**config.mk**
```make
export PLATFORM = sky130hd
export DESIGN_NAME = alu_core
export DESIGN_NICKNAME = d
export VERILOG_FILES = /design/src/alu_pkg.sv /design/src/alu_flag_if.sv /design/src/alu_core.sv /design/src/alu_flag_reg.sv /design/src/alu_shift_seq.sv /design/src/alu_logic.sv /design/src/alu_arith.sv
export SDC_FILE = /design/constraint.sdc
export NUM_CORES = 1
export LEC_CHECK = 0
export ABC_CLOCK_PERIOD_IN_PS = 6570
export BUFFER_PORTS_ARGS = -buffer_cell sky130_fd_sc_hd__buf_2
export CORE_MARGIN = 4
export CORE_UTILIZATION = 55
export DETAILED_ROUTE_END_ITERATION = 7
export PLACE_DENSITY = 0.78
export SKIP_CTS_REPAIR_TIMING = 1
export SYNTH_ARGS = -nofsm -noshare
export SYNTH_HDL_FRONTEND = slang
export SYNTH_HIERARCHICAL = 1
export SYNTH_SLANG_ARGS = --single-unit
```
**constraint.sdc**
```tcl
create_clock -name clk -period 6.57 [get_ports clk]
set_clock_uncertainty 0.1 [all_clocks]
set_input_delay 0.9855 -clock clk [delete_from_list [all_inputs] [get_ports clk]]
set_output_delay 0.9855 -clock clk [all_outputs]
set_load 0.05 [all_outputs]
```
**src/alu_pkg.sv**
```systemverilog
`default_nettype none

package alu_pkg;

    localparam int data_w      = 32;
    localparam int shift_cnt_w = 5;    // counts up to 16

    typedef logic [data_w-1:0] data_t;
    typedef logic [2:0]        width_t; // one-hot, bit 0 byte, bit 1 word, bit 2 long

    typedef enum logic [4:0] {
        alu_add = 5'd0,
        alu_adc = 5'd1,
        alu_sub = 5'd2,
        alu_sbc = 5'd3,
        alu_cp  = 5'd4,
        alu_and = 5'd5,
        alu_or  = 5'd6,
        alu_xor = 5'd7,
        alu_scf = 5'd8,
        alu_rcf = 5'd9,
        alu_ccf = 5'd10,
        alu_zcf = 5'd11,
        alu_rl  = 5'd12,
        alu_rr  = 5'd13,
        alu_rlc = 5'd14,
        alu_rrc = 5'd15,
        alu_sla = 5'd16,
        alu_sra = 5'd17,
        alu_sll = 5'd18,
        alu_srl = 5'd19
    } alu_op_t;

    typedef struct packed {
        logic s;
        logic z;
        logic h;
        logic v;   // overflow or parity
        logic n;
        logic c;
    } flags_t;

    function automatic logic [7:0] flag_byte(flags_t f);
        return {f.s, f.z, 1'b0, f.h, 1'b0, f.v, f.n, f.c};
    endfunction

    function automatic logic msb_of(data_t x, width_t w);
        if (w[0]) return x[7];
        if (w[1]) return x[15];
        return x[31];
    endfunction

    function automatic logic is_zero_at(data_t x, width_t w);
        if (w[0]) return x[7:0] == 8'd0;
        if (w[1]) return x[15:0] == 16'd0;
        return x == '0;
    endfunction

    function automatic logic even_parity(data_t x, width_t w);
        if (w[0]) return ~^x[7:0];
        return ~^x[15:0];   // word and long look at the low half only
    endfunction

    function automatic logic op_is_arith(alu_op_t op);
        return op inside {alu_add, alu_adc, alu_sub, alu_sbc, alu_cp};
    endfunction

    function automatic logic op_is_logic(alu_op_t op);
        return op inside {alu_and, alu_or, alu_xor, alu_scf, alu_rcf, alu_ccf, alu_zcf};
    endfunction

    function automatic logic op_is_shift(alu_op_t op);
        return op inside {alu_rl, alu_rr, alu_rlc, alu_rrc, alu_sla, alu_sra, alu_sll, alu_srl};
    endfunction

    // result written on the go edge itself
    function automatic logic op_single_write(alu_op_t op);
        return op inside {alu_add, alu_adc, alu_sub, alu_sbc, alu_and, alu_or, alu_xor};
    endfunction

endpackage

`default_nettype wire
```
**src/alu_flag_if.sv**
```systemverilog
`timescale 1ns/10ps
`default_nettype none

interface alu_flag_if;

    alu_pkg::flags_t nx;    // flags proposed by the unit
    logic            upd;   // unit wants the flags written
    alu_pkg::flags_t cur;   // registered flags

    modport unit (
        output nx,
        output upd,
        input  cur
    );

    modport regs (
        input  nx,
        input  upd,
        output cur
    );

endinterface

`default_nettype wire

```
**src/alu_core.sv**
```systemverilog
`timescale 1ns/10ps
`default_nettype none

module alu_core (
    input  logic             clk,
    input  logic             rst,
    input  logic             go,
    input  alu_pkg::alu_op_t op,
    input  alu_pkg::width_t  w,
    input  alu_pkg::data_t   op0,
    input  alu_pkg::data_t   op1,
    output alu_pkg::data_t   dout,
    output logic [7:0]       flags,
    output logic             busy,
    output alu_pkg::width_t  we
);

    alu_pkg::data_t  arith_rslt;
    alu_pkg::data_t  logic_rslt;
    alu_pkg::data_t  shift_rslt;
    alu_pkg::flags_t fl;
    logic            shift_busy;
    logic            shift_last;

    alu_flag_if arith_f ();
    alu_flag_if logic_f ();
    alu_flag_if shift_f ();

    alu_arith u_arith (
        .op   (op),
        .w    (w),
        .op0  (op0),
        .op1  (op1),
        .f    (arith_f),
        .rslt (arith_rslt)
    );

    alu_logic u_logic (
        .op   (op),
        .w    (w),
        .op0  (op0),
        .op1  (op1),
        .f    (logic_f),
        .rslt (logic_rslt)
    );

    alu_shift_seq u_shift (
        .clk  (clk),
        .rst  (rst),
        .go   (go),
        .op   (op),
        .w    (w),
        .op0  (op0),
        .op1  (op1),      // low nibble is the count
        .f    (shift_f),
        .rslt (shift_rslt),
        .busy (shift_busy),
        .last (shift_last)
    );

    alu_flag_reg u_flag_reg (
        .clk        (clk),
        .rst        (rst),
        .go         (go),
        .op         (op),
        .w          (w),
        .arith_f    (arith_f),
        .logic_f    (logic_f),
        .shift_f    (shift_f),
        .arith_rslt (arith_rslt),
        .logic_rslt (logic_rslt),
        .shift_rslt (shift_rslt),
        .shift_busy (shift_busy),
        .shift_last (shift_last),
        .dout       (dout),
        .fl         (fl),
        .busy       (busy),
        .we         (we)
    );

    assign flags = alu_pkg::flag_byte(fl);   // s z - h - v n c

endmodule

`default_nettype wire

```
**src/alu_flag_reg.sv**
```systemverilog
`timescale 1ns/10ps
`default_nettype none

module alu_flag_reg (
    input  logic             clk,
    input  logic             rst,
    input  logic             go,
    input  alu_pkg::alu_op_t op,
    input  alu_pkg::width_t  w,
    alu_flag_if.regs         arith_f,
    alu_flag_if.regs         logic_f,
    alu_flag_if.regs         shift_f,
    input  alu_pkg::data_t   arith_rslt,
    input  alu_pkg::data_t   logic_rslt,
    input  alu_pkg::data_t   shift_rslt,
    input  logic             shift_busy,
    input  logic             shift_last,
    output alu_pkg::data_t   dout,
    output alu_pkg::flags_t  fl,
    output logic             busy,
    output alu_pkg::width_t  we
);

    logic            accept;
    alu_pkg::flags_t sel_nx;
    logic            sel_upd;
    alu_pkg::data_t  sel_rslt;
    alu_pkg::width_t w_hold;   // width of the running shift

    assign accept = go && !shift_busy;
    assign busy   = shift_busy;

    always_comb begin
        sel_nx   = arith_f.nx;
        sel_upd  = 1'b0;
        sel_rslt = arith_rslt;
        if (alu_pkg::op_is_arith(op)) begin
            sel_upd = arith_f.upd;
        end else if (alu_pkg::op_is_logic(op)) begin
            sel_nx   = logic_f.nx;
            sel_upd  = logic_f.upd;
            sel_rslt = logic_rslt;
        end
    end

    always_ff @(posedge clk or posedge rst) begin
        if (rst) begin
            dout   <= '0;
            fl     <= '0;
            we     <= '0;
            w_hold <= '0;
        end else begin
            we <= '0;
            if (shift_last) begin
                dout <= shift_rslt;
                we   <= w_hold;
                if (shift_f.upd)
                    fl <= shift_f.nx;
            end else if (accept) begin
                w_hold <= w;
                if (sel_upd)
                    fl <= sel_nx;
                if (alu_pkg::op_single_write(op)) begin
                    dout <= sel_rslt;
                    we   <= w;
                end
            end
        end
    end

    assign arith_f.cur = fl;
    assign logic_f.cur = fl;
    assign shift_f.cur = fl;

    a_no_we_busy: assert property (@(posedge clk) disable iff (rst)
        busy |-> we == '0)
        else $error("alu_flag_reg: write pulse while a shift is running");

endmodule

`default_nettype wire

```
**src/alu_shift_seq.sv**
```systemverilog
`timescale 1ns/10ps
`default_nettype none

module alu_shift_seq (
    input  logic             clk,
    input  logic             rst,
    input  logic             go,
    input  alu_pkg::alu_op_t op,
    input  alu_pkg::width_t  w,
    input  alu_pkg::data_t   op0,
    input  alu_pkg::data_t   op1,
    alu_flag_if.unit         f,
    output alu_pkg::data_t   rslt,
    output logic             busy,
    output logic             last
);

    localparam logic [alu_pkg::shift_cnt_w-1:0] cnt_one = 1;

    alu_pkg::alu_op_t                op_q;
    alu_pkg::width_t                 w_q;
    alu_pkg::data_t                  work;
    logic                            carry_run;  // carry as it would be after each step
    logic [alu_pkg::shift_cnt_w-1:0] cnt;
    logic                            load;
    logic                            left;
    logic                            fill;
    logic                            out_bit;
    alu_pkg::flags_t                 nx;

    assign load = go && !busy && alu_pkg::op_is_shift(op);
    assign last = busy && cnt == cnt_one;

    always_comb begin
        left = op_q inside {alu_pkg::alu_rl, alu_pkg::alu_rlc, alu_pkg::alu_sla, alu_pkg::alu_sll};
        case (op_q)
            alu_pkg::alu_rl, alu_pkg::alu_rr: fill = carry_run;
            alu_pkg::alu_rlc:                 fill = alu_pkg::msb_of(work, w_q);
            alu_pkg::alu_rrc:                 fill = work[0];
            alu_pkg::alu_sra:                 fill = alu_pkg::msb_of(work, w_q); // sign fill
            default:                          fill = 1'b0;
        endcase

        rslt = work;   // bits above the width stay as loaded
        if (left) begin
            out_bit = alu_pkg::msb_of(work, w_q);
            if (w_q[0])
                rslt[7:0] = {work[6:0], fill};
            else if (w_q[1])
                rslt[15:0] = {work[14:0], fill};
            else
                rslt = {work[30:0], fill};
        end else begin
            out_bit = work[0];
            if (w_q[0])
                rslt[7:0] = {fill, work[7:1]};
            else if (w_q[1])
                rslt[15:0] = {fill, work[15:1]};
            else
                rslt = {fill, work[31:1]};
        end
    end

    always_ff @(posedge clk or posedge rst) begin
        if (rst) begin
            busy <= 1'b0;
            cnt  <= '0;
        end else if (load) begin
            busy <= 1'b1;
            cnt  <= {op1[3:0] == 4'd0, op1[3:0]};   // 0 runs 16 steps
        end else if (busy) begin
            busy <= !last;
            cnt  <= cnt - cnt_one;
        end
    end

    always_ff @(posedge clk) begin
        if (load) begin
            work      <= op0;
            op_q      <= op;
            w_q       <= w;
            carry_run <= f.cur.c;
        end else if (busy) begin
            work      <= rslt;
            carry_run <= out_bit;
        end
    end

    always_comb begin
        nx.s = alu_pkg::msb_of(rslt, w_q);
        nx.z = alu_pkg::is_zero_at(rslt, w_q);
        nx.h = 1'b0;
        nx.v = alu_pkg::even_parity(rslt, w_q);
        nx.n = 1'b0;
        nx.c = out_bit;
    end

    assign f.nx  = nx;
    assign f.upd = last;   // flags only from the final step

    a_cnt_no_underflow: assert property (@(posedge clk) disable iff (rst)
        busy |-> cnt != '0)
        else $error("alu_shift_seq: step counter ran out while busy");

endmodule

`default_nettype wire

```
**src/alu_logic.sv**
```systemverilog
`timescale 1ns/10ps
`default_nettype none

module alu_logic (
    input  alu_pkg::alu_op_t op,
    input  alu_pkg::width_t  w,
    input  alu_pkg::data_t   op0,
    input  alu_pkg::data_t   op1,
    alu_flag_if.unit         f,
    output alu_pkg::data_t   rslt
);

    logic            bitwise;
    alu_pkg::flags_t nx;

    always_comb begin
        case (op)
            alu_pkg::alu_and: rslt = op0 & op1;
            alu_pkg::alu_or:  rslt = op0 | op1;
            alu_pkg::alu_xor: rslt = op0 ^ op1;
            default:          rslt = '0;   // carry ops have no result
        endcase
    end

    assign bitwise = op inside {alu_pkg::alu_and, alu_pkg::alu_or, alu_pkg::alu_xor};

    always_comb begin
        nx = f.cur;    // untouched flags keep their value
        if (bitwise) begin
            nx.s = alu_pkg::msb_of(rslt, w);
            nx.z = alu_pkg::is_zero_at(rslt, w);
            nx.h = op == alu_pkg::alu_and;
            nx.v = alu_pkg::even_parity(rslt, w);
            nx.n = 1'b0;
            nx.c = 1'b0;
        end
        case (op)
            alu_pkg::alu_scf: begin
                nx.c = 1'b1;
                nx.n = 1'b0;
                nx.h = 1'b0;
            end
            alu_pkg::alu_rcf: begin
                nx.c = 1'b0;
                nx.n = 1'b0;
                nx.h = 1'b0;
            end
            alu_pkg::alu_ccf: begin
                nx.c = ~f.cur.c;
                nx.n = 1'b0;
            end
            alu_pkg::alu_zcf: begin
                nx.c = ~f.cur.z;
                nx.n = 1'b0;
            end
            default: ;
        endcase
    end

    assign f.nx  = nx;
    assign f.upd = alu_pkg::op_is_logic(op);

endmodule

`default_nettype wire

```
**src/alu_arith.sv**
```systemverilog
`timescale 1ns/10ps
`default_nettype none

module alu_arith (
    input  alu_pkg::alu_op_t op,
    input  alu_pkg::width_t  w,
    input  alu_pkg::data_t   op0,
    input  alu_pkg::data_t   op1,
    alu_flag_if.unit         f,
    output alu_pkg::data_t   rslt
);

    logic            sub;
    logic            cin;
    logic            ci;       // carry into bit 0 of the adder
    alu_pkg::data_t  b;
    logic [3:0]      cc;       // nibble, byte, word, long carries
    logic [32:0]     ext_sum;
    logic            c_at_w;
    alu_pkg::flags_t nx;

    function automatic logic [32:0] sext(alu_pkg::data_t x, alu_pkg::width_t wd);
        if (wd[0]) return {{25{x[7]}}, x[7:0]};
        if (wd[1]) return {{17{x[15]}}, x[15:0]};
        return {x[31], x};
    endfunction

    always_comb begin
        sub = op inside {alu_pkg::alu_sub, alu_pkg::alu_sbc, alu_pkg::alu_cp};
        cin = (op == alu_pkg::alu_adc || op == alu_pkg::alu_sbc) && f.cur.c;
        b   = sub ? ~op1 : op1;    // subtract as a + ~b + 1
        ci  = cin ^ sub;

        {cc[0], rslt[3:0]}   = {1'b0, op0[3:0]}   + {1'b0, b[3:0]}   + {4'd0, ci};
        {cc[1], rslt[7:4]}   = {1'b0, op0[7:4]}   + {1'b0, b[7:4]}   + {4'd0, cc[0]};
        {cc[2], rslt[15:8]}  = {1'b0, op0[15:8]}  + {1'b0, b[15:8]}  + {8'd0, cc[1]};
        {cc[3], rslt[31:16]} = {1'b0, op0[31:16]} + {1'b0, b[31:16]} + {16'd0, cc[2]};

        ext_sum = sext(op0, w) + sext(b, w) + {32'd0, ci};
        c_at_w  = w[0] ? cc[1] : w[1] ? cc[2] : cc[3];
    end

    always_comb begin
        nx.s = alu_pkg::msb_of(rslt, w);
        nx.z = alu_pkg::is_zero_at(rslt, w);
        nx.h = cc[0] ^ sub;        // borrow on subtract
        nx.v = ext_sum[32] ^ alu_pkg::msb_of(rslt, w);
        nx.n = sub;
        nx.c = c_at_w ^ sub;
    end

    assign f.nx  = nx;
    assign f.upd = alu_pkg::op_is_arith(op);

    // the CPU decoder must never hand over two widths at once
    always_comb begin
        assert ($isunknown(w) || $onehot0(w))
            else $error("alu_arith: width code %b is not one-hot", w);
    end

endmodule

`default_nettype wire

```
==> flow_metrics.env, run 1 <==
export IMPL_run_status="finished with violations"
export IMPL_violations="negative setup slack"
export IMPL_stdcell_count=1722
export IMPL_min_period_ps=7640
export IMPL_yosys_warnings=6
export IMPL_core_um2=19500
export IMPL_first_global_vias=9672
export IMPL_critical_path_startpoint="op[0]"
export IMPL_rows=51
export IMPL_max_slew_margin=0.159
export IMPL_slowest_delay_ps=400
export IMPL_viasPerCell=6.04
export IMPL_crit_path_top_delay_cell="fa_2"
export IMPL_num_vias=10396
export IMPL_syn_to_final_growth_pct=14.0
export IMPL_critPathTopFamily="adder cells"
export IMPL_clock_fmax_mhz=131
export IMPL_layout_drive_gt1_share=0.195
export IMPL_dr_pass1_iters=6
export IMPL_critPathBufInv=3
export IMPL_period_share=1.16
export IMPL_gp_congestion=0.912
export IMPL_min_to="u_flag_reg/dout[1]"
export IMPL_postLayoutCellArea_um2=12500
export IMPL_whs_path_depth=2
export IMPL_synthCells=1333
export IMPL_die_y_um=149
export IMPL_antenna_left=0
export IMPL_grt_max_degree=47
export IMPL_arrival_ps=7770
export IMPL_hp_class="flop to flop"
export IMPL_tns_ps=-7330
export IMPL_htreeDepth=3
export IMPL_start_util=0.561
export IMPL_cts_made_buffers=9
export IMPL_rsz0062_at_grt="true"
export IMPL_grt_util_all_layers=0.287
export IMPL_placed_area_um2=12000
export IMPL_rrSetupSlack_ps=-610
export IMPL_end_kind="flop"
export IMPL_synth_cell_area_um2=10900
export IMPL_final_max_slew_viol_count=0
export IMPL_max_cap_violations=0
export IMPL_tightest_slew_ps=1250
export IMPL_n_antenna_cell=0
export IMPL_worstSkewPairLatency_ps=350
export IMPL_io_buffers=116
export IMPL_drt_initial_drc_count=1042
export IMPL_routed_wl_um=33100
export IMPL_placedCellCount=1698
export IMPL_num_nets_final=1670
export IMPL_antenna_found_initial=1
export IMPL_hpwl_um=25700
export IMPL_avgSynthCellArea_um2=8.21
export IMPL_drc_errors=0
export IMPL_power_leakage_nw=6.00
export IMPL_setup_slack_ps=-1070
export IMPL_ctsRootBufferMaster="clkbuf_16"
export IMPL_dieArea_um2=22200
export IMPL_power_density_nw_per_um2=299
export IMPL_grt_first_pass_wirelength_um=51000
export IMPL_setup_viol=15
export IMPL_clk_transition_reported_paths_ps=70
export IMPL_io_pins=119
export IMPL_die_w_um=149
export IMPL_path_common_cell="fa_2"
export IMPL_hold_viol=0
export IMPL_critPathKind="input pin to flop"
export IMPL_cts_sinks=90
export IMPL_wl_per_cell_um=19.2
export IMPL_reg2reg_to="u_flag_reg/arith_f.cur[4]"
export IMPL_p_total_mw=3.73
export IMPL_worstPathMaxFanout=3
export IMPL_grt_overflow=0
export IMPL_worstReg2RegStart="u_flag_reg/arith_f.cur[0]"
export IMPL_tritoncts="yes"
export IMPL_ctsLongestPathBuffers=2
export IMPL_cp_start_kind="input pin"
export IMPL_crit_required_ps=6700
export IMPL_reg2reg_depth=35
export IMPL_min_from="u_flag_reg/dout[1]"
export IMPL_hold_slack_ps=402
export IMPL_ir_drop_mv=0.197
## final cells by class
type	instances	area (um^2)
Sequential cell	90	2450
Clock inverter	5	37.5
Multi-Input combinational cell	1005	7650
Clock buffer	11	253
Tap cell	265	332
Fill cell	1652	7040
Timing Repair Buffer	192	1180
Inverter	154	578
## per-layer routing
metal / up-vias / GRT usage / share of wire
met5: - / 0 / 0.00057
met4: 2 / 0.102 / 0.032
met3: 81 / 0.0538 / 0.090
met2: 521 / 0.446 / 0.45
met1: 4856 / 0.402 / 0.43
li1: 4936 / - / -
## sequential cells by signal, indices dropped and copies added (netlist names)
signal                  cells
u_flag_reg/w_hold           3
u_flag_reg/arith_f.cur      6
u_shift/w_q                 2
u_shift/cnt                 5
u_shift/op_q                5
u_shift/busy                1
u_flag_reg/dout            32
u_shift/carry_run           1
u_flag_reg/we               3
u_shift/work               32
## cell usage in the layout (no fill, tap or decap), types with 16 or more instances in the layout
cell type and instances:
a21oi_1 59, a22oi_1 33, buf_2 114, buf_4 73
dfrtp_1 50, edfxtp_1 40, ha_1 135, inv_1 151
mux2i_1 80, nand2_1 122, nand2b_1 23, nand3_1 17
nor2_1 80, nor3_1 20, nor4_1 16, o21ai_0 74
o21ai_1 29, o22ai_1 18, xnor2_1 51
## worst register-to-register path: cells and delay by family (launching register included)
family	cells	cell delay [ps]
fa+ha+maj	8	2780
xor+xnor	1	140
compound gates	14	2130
simple gates	8	900
buf+inv	2	140
flops	1	390
mux	2	440
## worst max path at each step
stage / end / slack [ps] / cells after the start
final: u_flag_reg/arith_f.cur[4] / -1070 / 35
after global routing: u_flag_reg/arith_f.cur[4] / -1300 / 35
after CTS: u_flag_reg/arith_f.cur[4] / -1080 / 34
after detailed placement: u_flag_reg/arith_f.cur[4] / -1420 / 34
after global placement: u_flag_reg/arith_f.cur[4] / -1260 / 34
after floorplan: u_flag_reg/arith_f.cur[4] / -990 / 35
## through the flow
stage,utilization,worst slack (ps)
floorplan,-,-989
global placement,0.615,-1260
detailed placement,0.615,-1420
CTS,0.629,-1080
global route,0.639,-1300
finish,0.639,-1070
## power breakdown
group	internal [mW]	switching, mW
Clock	0.278	0.225
Combinational	0.771	1.35
Sequential	0.888	0.218
Total	1.94	1.79
(Power assumes the default switching activity.)
==> inputs of run 2 (changes only) <==
--- a/config.mk
+++ b/config.mk
@@ -5,12 +5,12 @@
 export SDC_FILE = /design/constraint.sdc
 export NUM_CORES = 1
 export LEC_CHECK = 0
+export ABC_AREA = 1
 export ABC_CLOCK_PERIOD_IN_PS = 6570
-export BUFFER_PORTS_ARGS = -buffer_cell sky130_fd_sc_hd__buf_2
 export CORE_MARGIN = 4
-export CORE_UTILIZATION = 55
+export CORE_UTILIZATION = 25
 export DETAILED_ROUTE_END_ITERATION = 7
-export PLACE_DENSITY = 0.78
+export DONT_BUFFER_PORTS = 1
 export SKIP_CTS_REPAIR_TIMING = 1
 export SYNTH_ARGS = -nofsm -noshare
 export SYNTH_HDL_FRONTEND = slang
==> run 2 against run 1 <==
  * Total power rose by 0.44%
  * First-iteration DRC count down 2.3%
  * Final area rose by 8.9%
  * The run now ends clean
  * Critical path depth is 2 higher
  * Register-to-register slack better by 1200 ps
  * Routed wire length increased by 24%
  * Maximum frequency is 18% higher
==> flow_metrics.env, run 2 <==
export IMPL_first_global_vias=10874
export IMPL_dr_pass1_iters=6
export IMPL_run_status="completed"
export IMPL_placedCellCount=2578
export IMPL_antenna_found_initial=0
export IMPL_num_vias=11959
export IMPL_path_common_cell="fa_2"
export IMPL_hpwl_um=32100
export IMPL_drc_errors=0
export IMPL_final_seq_area_um2=2450
export IMPL_grt_max_degree=71
export IMPL_power_leakage_nw=7.31
export IMPL_p_switching_mw=1.88
export IMPL_gp_congestion=0.860
export IMPL_power_frac_comb=0.456
export IMPL_critPathTopFamily="adder cells"
export IMPL_power_density_nw_per_um2=276
export IMPL_io_buffers=0
export IMPL_core_um2=50100
export IMPL_tritoncts="yes"
export IMPL_die_w_um=233
export IMPL_tightest_slew_ps=1050
export IMPL_worstPathMaxFanout=8
export IMPL_ir_drop_mv=0.120
export IMPL_synth_cell_area_um2=12600
export IMPL_clock_fmax_mhz=154
export IMPL_final_max_slew_viol_count=0
export IMPL_max_slew_margin=0.301
export IMPL_worstSkewPairLatency_ps=360
export IMPL_nFillCells=5626
export IMPL_seq_power_share=0.394
export IMPL_intPower_mw=1.87
export IMPL_min_period_ps=6490
export IMPL_stdcell_count=2600
export IMPL_ctsRootBufferMaster="clkbuf_16"
export IMPL_ctsLongestPathBuffers=2
export IMPL_num_nets_final=2141
export IMPL_critPathKind="input pin to flop"
export IMPL_top_layer="met4"
export IMPL_grt_util_all_layers=0.147
export IMPL_wl_met2_um=18900
export IMPL_start_util=0.252
export IMPL_period_share=0.987
export IMPL_dieArea_um2=54200
export IMPL_crit_path_top_delay_cell="fa_2"
export IMPL_io_pins=119
export IMPL_postLayoutCellArea_um2=13600
export IMPL_grt_first_pass_wirelength_um=62700
export IMPL_sw_frac_of_total=0.502
export IMPL_crit_required_ps=6760
export IMPL_hp_class="input pin to async pin"
export IMPL_wl_met3_um=3290
export IMPL_arrival_ps=6680
export IMPL_routed_wl_um=41200
export IMPL_cp_start_kind="input pin"
export IMPL_viasPerCell=4.60
export IMPL_n_antenna_cell=0
export IMPL_hold_viol=0
export IMPL_fin_util=0.272
export IMPL_wl_per_cell_um=15.8
export IMPL_clk_transition_reported_paths_ps=60
export IMPL_rsz0062_at_grt="true"
export IMPL_synthCells=1968
export IMPL_critPathBufInv=5
export IMPL_mostFrequentLayoutCells="nand2_1, inv_1, nor2_1"
export IMPL_setup_viol=0
export IMPL_cts_sinks=90
export IMPL_max_cap_violations=0
export IMPL_placed_area_um2=13100
export IMPL_final_common_cell="nand2_1"
export IMPL_yosys_warnings=6
export IMPL_cts_made_buffers=9
export IMPL_drt_initial_drc_count=1018
export IMPL_rows=82
export IMPL_grt_overflow=0
export IMPL_avgSynthCellArea_um2=6.42
export IMPL_slowest_delay_ps=430
export IMPL_clockPowerShare=0.150
export IMPL_multiInputGateArea_um2=8380
export IMPL_antenna_left=0
export IMPL_die_y_um=233
export IMPL_met1Wirelength_um=17500
export IMPL_layout_drive_gt1_share=0.100
export IMPL_syn_to_final_growth_pct=7.62
export IMPL_htreeDepth=3
export IMPL_end_kind="flop"
[run 2: path summary, 6_finish.rpt]
check                                           from                        end  slack [ps]  cells after the start
setup reg to reg           u_flag_reg/arith_f.cur[0]  u_flag_reg/arith_f.cur[4]         580                     35
min in group clk                      u_shift/cnt[4]             u_shift/cnt[4]         430                      2
hold / removal                                   rst             u_shift/cnt[0]         340                      1
hold reg to reg                       u_shift/cnt[4]             u_shift/cnt[4]         430                      2
setup / recovery                               op[3]  u_flag_reg/arith_f.cur[4]          80                     37
max in group asynchronous                        rst        u_flag_reg/dout[23]        5050                      1
[run 2: final cells by class]
type                            count  area share
Sequential cell                    90       0.180
Multi-Input combinational cell   1440       0.616
Clock inverter                      6     0.00598
Inverter                          335      0.0925
Tap cell                          672      0.0618
Clock buffer                       10      0.0168
Timing Repair Buffer               47      0.0265
[run 2: power by group through the flow]
stage | Combinational (mW) | Clock (mW) | Sequential, mW
6_report | 1.71 | 0.562 | 1.47
5_1_grt | 1.95 | 0.595 | 1.51
4_1_cts | 1.68 | 0.575 | 1.48
3_5_place_dp | 1.68 | 0 | 1.49
3_3_place_gp | 1.67 | 0 | 1.49
2_1_floorplan | 1.45 | 0 | 1.34
[run 2: layer usage]
metal | GRT usage | up-vias
met5 | 0 | -
met4 | 0.0566 | 0
met3 | 0.0386 | 60
met2 | 0.243 | 339
met1 | 0.183 | 5426
li1 | - | 6134
[run 2: through the flow]
step	hold slack (ps)	total power, mW	TNS [ps]	setup slack (ps)
floorplan	395	2.79	-142	-142
global placement	410	3.16	-354	-245
detailed placement	417	3.17	-465	-294
CTS	327	3.74	0	62.1
global route	344	4.05	-317	-279
finish	336	3.75	0	83.4
==> inputs of run 3 (changes only) <==
--- a/config.mk
+++ b/config.mk
@@ -11,6 +11,7 @@
 export CORE_UTILIZATION = 25
 export DETAILED_ROUTE_END_ITERATION = 7
 export DONT_BUFFER_PORTS = 1
+export MAX_ROUTING_LAYER = met4
 export SKIP_CTS_REPAIR_TIMING = 1
 export SYNTH_ARGS = -nofsm -noshare
 export SYNTH_HDL_FRONTEND = slang
==> run 3 against run 2 <==
  * Global-route usage increased by 0.43 points
  * Worst setup slack improved by 10 ps
  * Die area unchanged
  * Largest cell class unchanged
  * Sequential cell count stayed put
  * First-iteration DRC count rose by 4.1%
  * Cell count is the same
==> flow_metrics.env, run 3 (synthesis results as in run 2) <==
export IMPL_placedCellCount=2578
export IMPL_max_slew_margin=0.296
export IMPL_path_common_cell="fa_2"
export IMPL_crit_path_top_delay_cell="fa_2"
export IMPL_worstSkewPairLatency_ps=360
export IMPL_sw_frac_of_total=0.502
export IMPL_rsz0062_at_grt="true"
export IMPL_seq_power_share=0.394
export IMPL_cts_sinks=90
export IMPL_syn_to_final_growth_pct=7.58
export IMPL_n_antenna_cell=0
export IMPL_arrival_ps=6670
export IMPL_crit_required_ps=6760
export IMPL_power_frac_comb=0.456
export IMPL_ctsRootBufferMaster="clkbuf_16"
export IMPL_dr_pass1_iters=6
export IMPL_slowest_delay_ps=430
export IMPL_core_um2=50100
export IMPL_end_kind="flop"
export IMPL_start_util=0.252
export IMPL_mostFrequentLayoutCells="nand2_1, inv_1, nor2_1"
export IMPL_tightest_slew_ps=1050
export IMPL_final_max_slew_viol_count=0
export IMPL_rows=82
export IMPL_power_leakage_nw=7.31
export IMPL_grt_max_degree=71
export IMPL_io_buffers=0
export IMPL_die_w_um=233
export IMPL_drc_errors=0
export IMPL_hp_class="input pin to async pin"
export IMPL_period_share=0.986
export IMPL_clock_fmax_mhz=154
export IMPL_num_nets_final=2141
export IMPL_tritoncts="yes"
export IMPL_drt_initial_drc_count=1060
export IMPL_setup_slack_ps=93.8
export IMPL_final_common_cell="nand2_1"
export IMPL_num_vias=12011
export IMPL_cp_start_kind="input pin"
export IMPL_hold_slack_ps=334
export IMPL_run_status="completed"
export IMPL_viasPerCell=4.62
export IMPL_first_global_vias=10869
export IMPL_hold_viol=0
export IMPL_p_total_mw=3.75
export IMPL_pre_cts_ws_ps=-294
export IMPL_layout_drive_gt1_share=0.0996
export IMPL_intPower_mw=1.87
export IMPL_antenna_left=0
export IMPL_p_switching_mw=1.88
export IMPL_worstPathMaxFanout=8
export IMPL_clockPowerShare=0.150
export IMPL_grt_first_pass_wirelength_um=62600
export IMPL_htreeDepth=3
export IMPL_min_period_ps=6480
export IMPL_routed_wl_um=41100
export IMPL_critPathKind="input pin to flop"
export IMPL_io_pins=119
export IMPL_grt_util_all_layers=0.151
export IMPL_ctsLongestPathBuffers=2
export IMPL_setup_viol=0
export IMPL_ir_drop_mv=0.120
export IMPL_max_cap_violations=0
export IMPL_cts_made_buffers=9
export IMPL_grt_overflow=0
export IMPL_clk_transition_reported_paths_ps=60
export IMPL_gp_congestion=0.874
export IMPL_die_y_um=233
export IMPL_power_density_nw_per_um2=276
export IMPL_hpwl_um=32100
export IMPL_dieArea_um2=54200
export IMPL_wl_per_cell_um=15.8
export IMPL_fin_util=0.271
export IMPL_antenna_found_initial=0
export IMPL_stdcell_count=2600
run 3: cell types whose count changed in the layout (fill, tap and decap cells not counted):
cell / before / now
nand3_2: 23 / 22
nand3_1: 131 / 132
run 3: layer usage:
layer | GRT usage | up-vias | wire length [um]
met5 | - | - | 0
li1 | - | 6137 | -
met2 | 0.242 | 316 | 18900
met3 | 0.0403 | 58 | 3200
met1 | 0.183 | 5500 | 17500
met4 | 0.0544 | 0 | 1450
run 3: through the flow:
step	area (um^2)	setup TNS (ps)
floorplan	12700	-142
global placement	13100	-354
detailed placement	13100	-465
CTS	13400	0
global route	13600	-333
finish	13600	0
run 3: path summary, 6_finish.rpt:
path / from / end / slack (ps) / cells after the start
hold / removal: rst / u_shift/cnt[0] / 330 / 1
min in group clk: u_shift/cnt[4] / u_shift/cnt[4] / 430 / 2
setup reg to reg: u_flag_reg/arith_f.cur[0] / u_flag_reg/arith_f.cur[4] / 580 / 35
setup / recovery: op[3] / u_flag_reg/arith_f.cur[4] / 90 / 37
max in group asynchronous: rst / u_flag_reg/dout[22] / 5040 / 1
hold reg to reg: u_shift/cnt[4] / u_shift/cnt[4] / 430 / 2
run 3: critical path: cells and delay by family:
| family | cells | cell delay [ps] |
|---|---|---|
| AOI/OAI and AO/OA | 4 | 700 |
| adders and majority gates | 8 | 2850 |
| xor gates and xnor gates | 2 | 250 |
| and+or+nand+nor | 18 | 1470 |
| buffers and inverters | 5 | 420 |
run 3: power groups by stage:
| stage | registers, mW | logic (mW) | clock network, mW |
|---|---|---|---|
| final | 1.47 | 1.71 | 0.562 |
| after global routing | 1.51 | 1.95 | 0.598 |
| after CTS | 1.48 | 1.68 | 0.575 |
| after detailed placement | 1.49 | 1.68 | 0 |
| after global placement | 1.49 | 1.67 | 0 |
| after floorplan | 1.34 | 1.45 | 0 |
run 3: final cells by class:
class | count | area [um^2]
Fill cell | 5626 | 36500
Timing Repair Buffer | 47 | 360
Clock inverter | 6 | 81.3
Sequential cell | 90 | 2450
Tap cell | 672 | 841
Clock buffer | 10 | 229
Multi-Input combinational cell | 1440 | 8370
Inverter | 335 | 1260
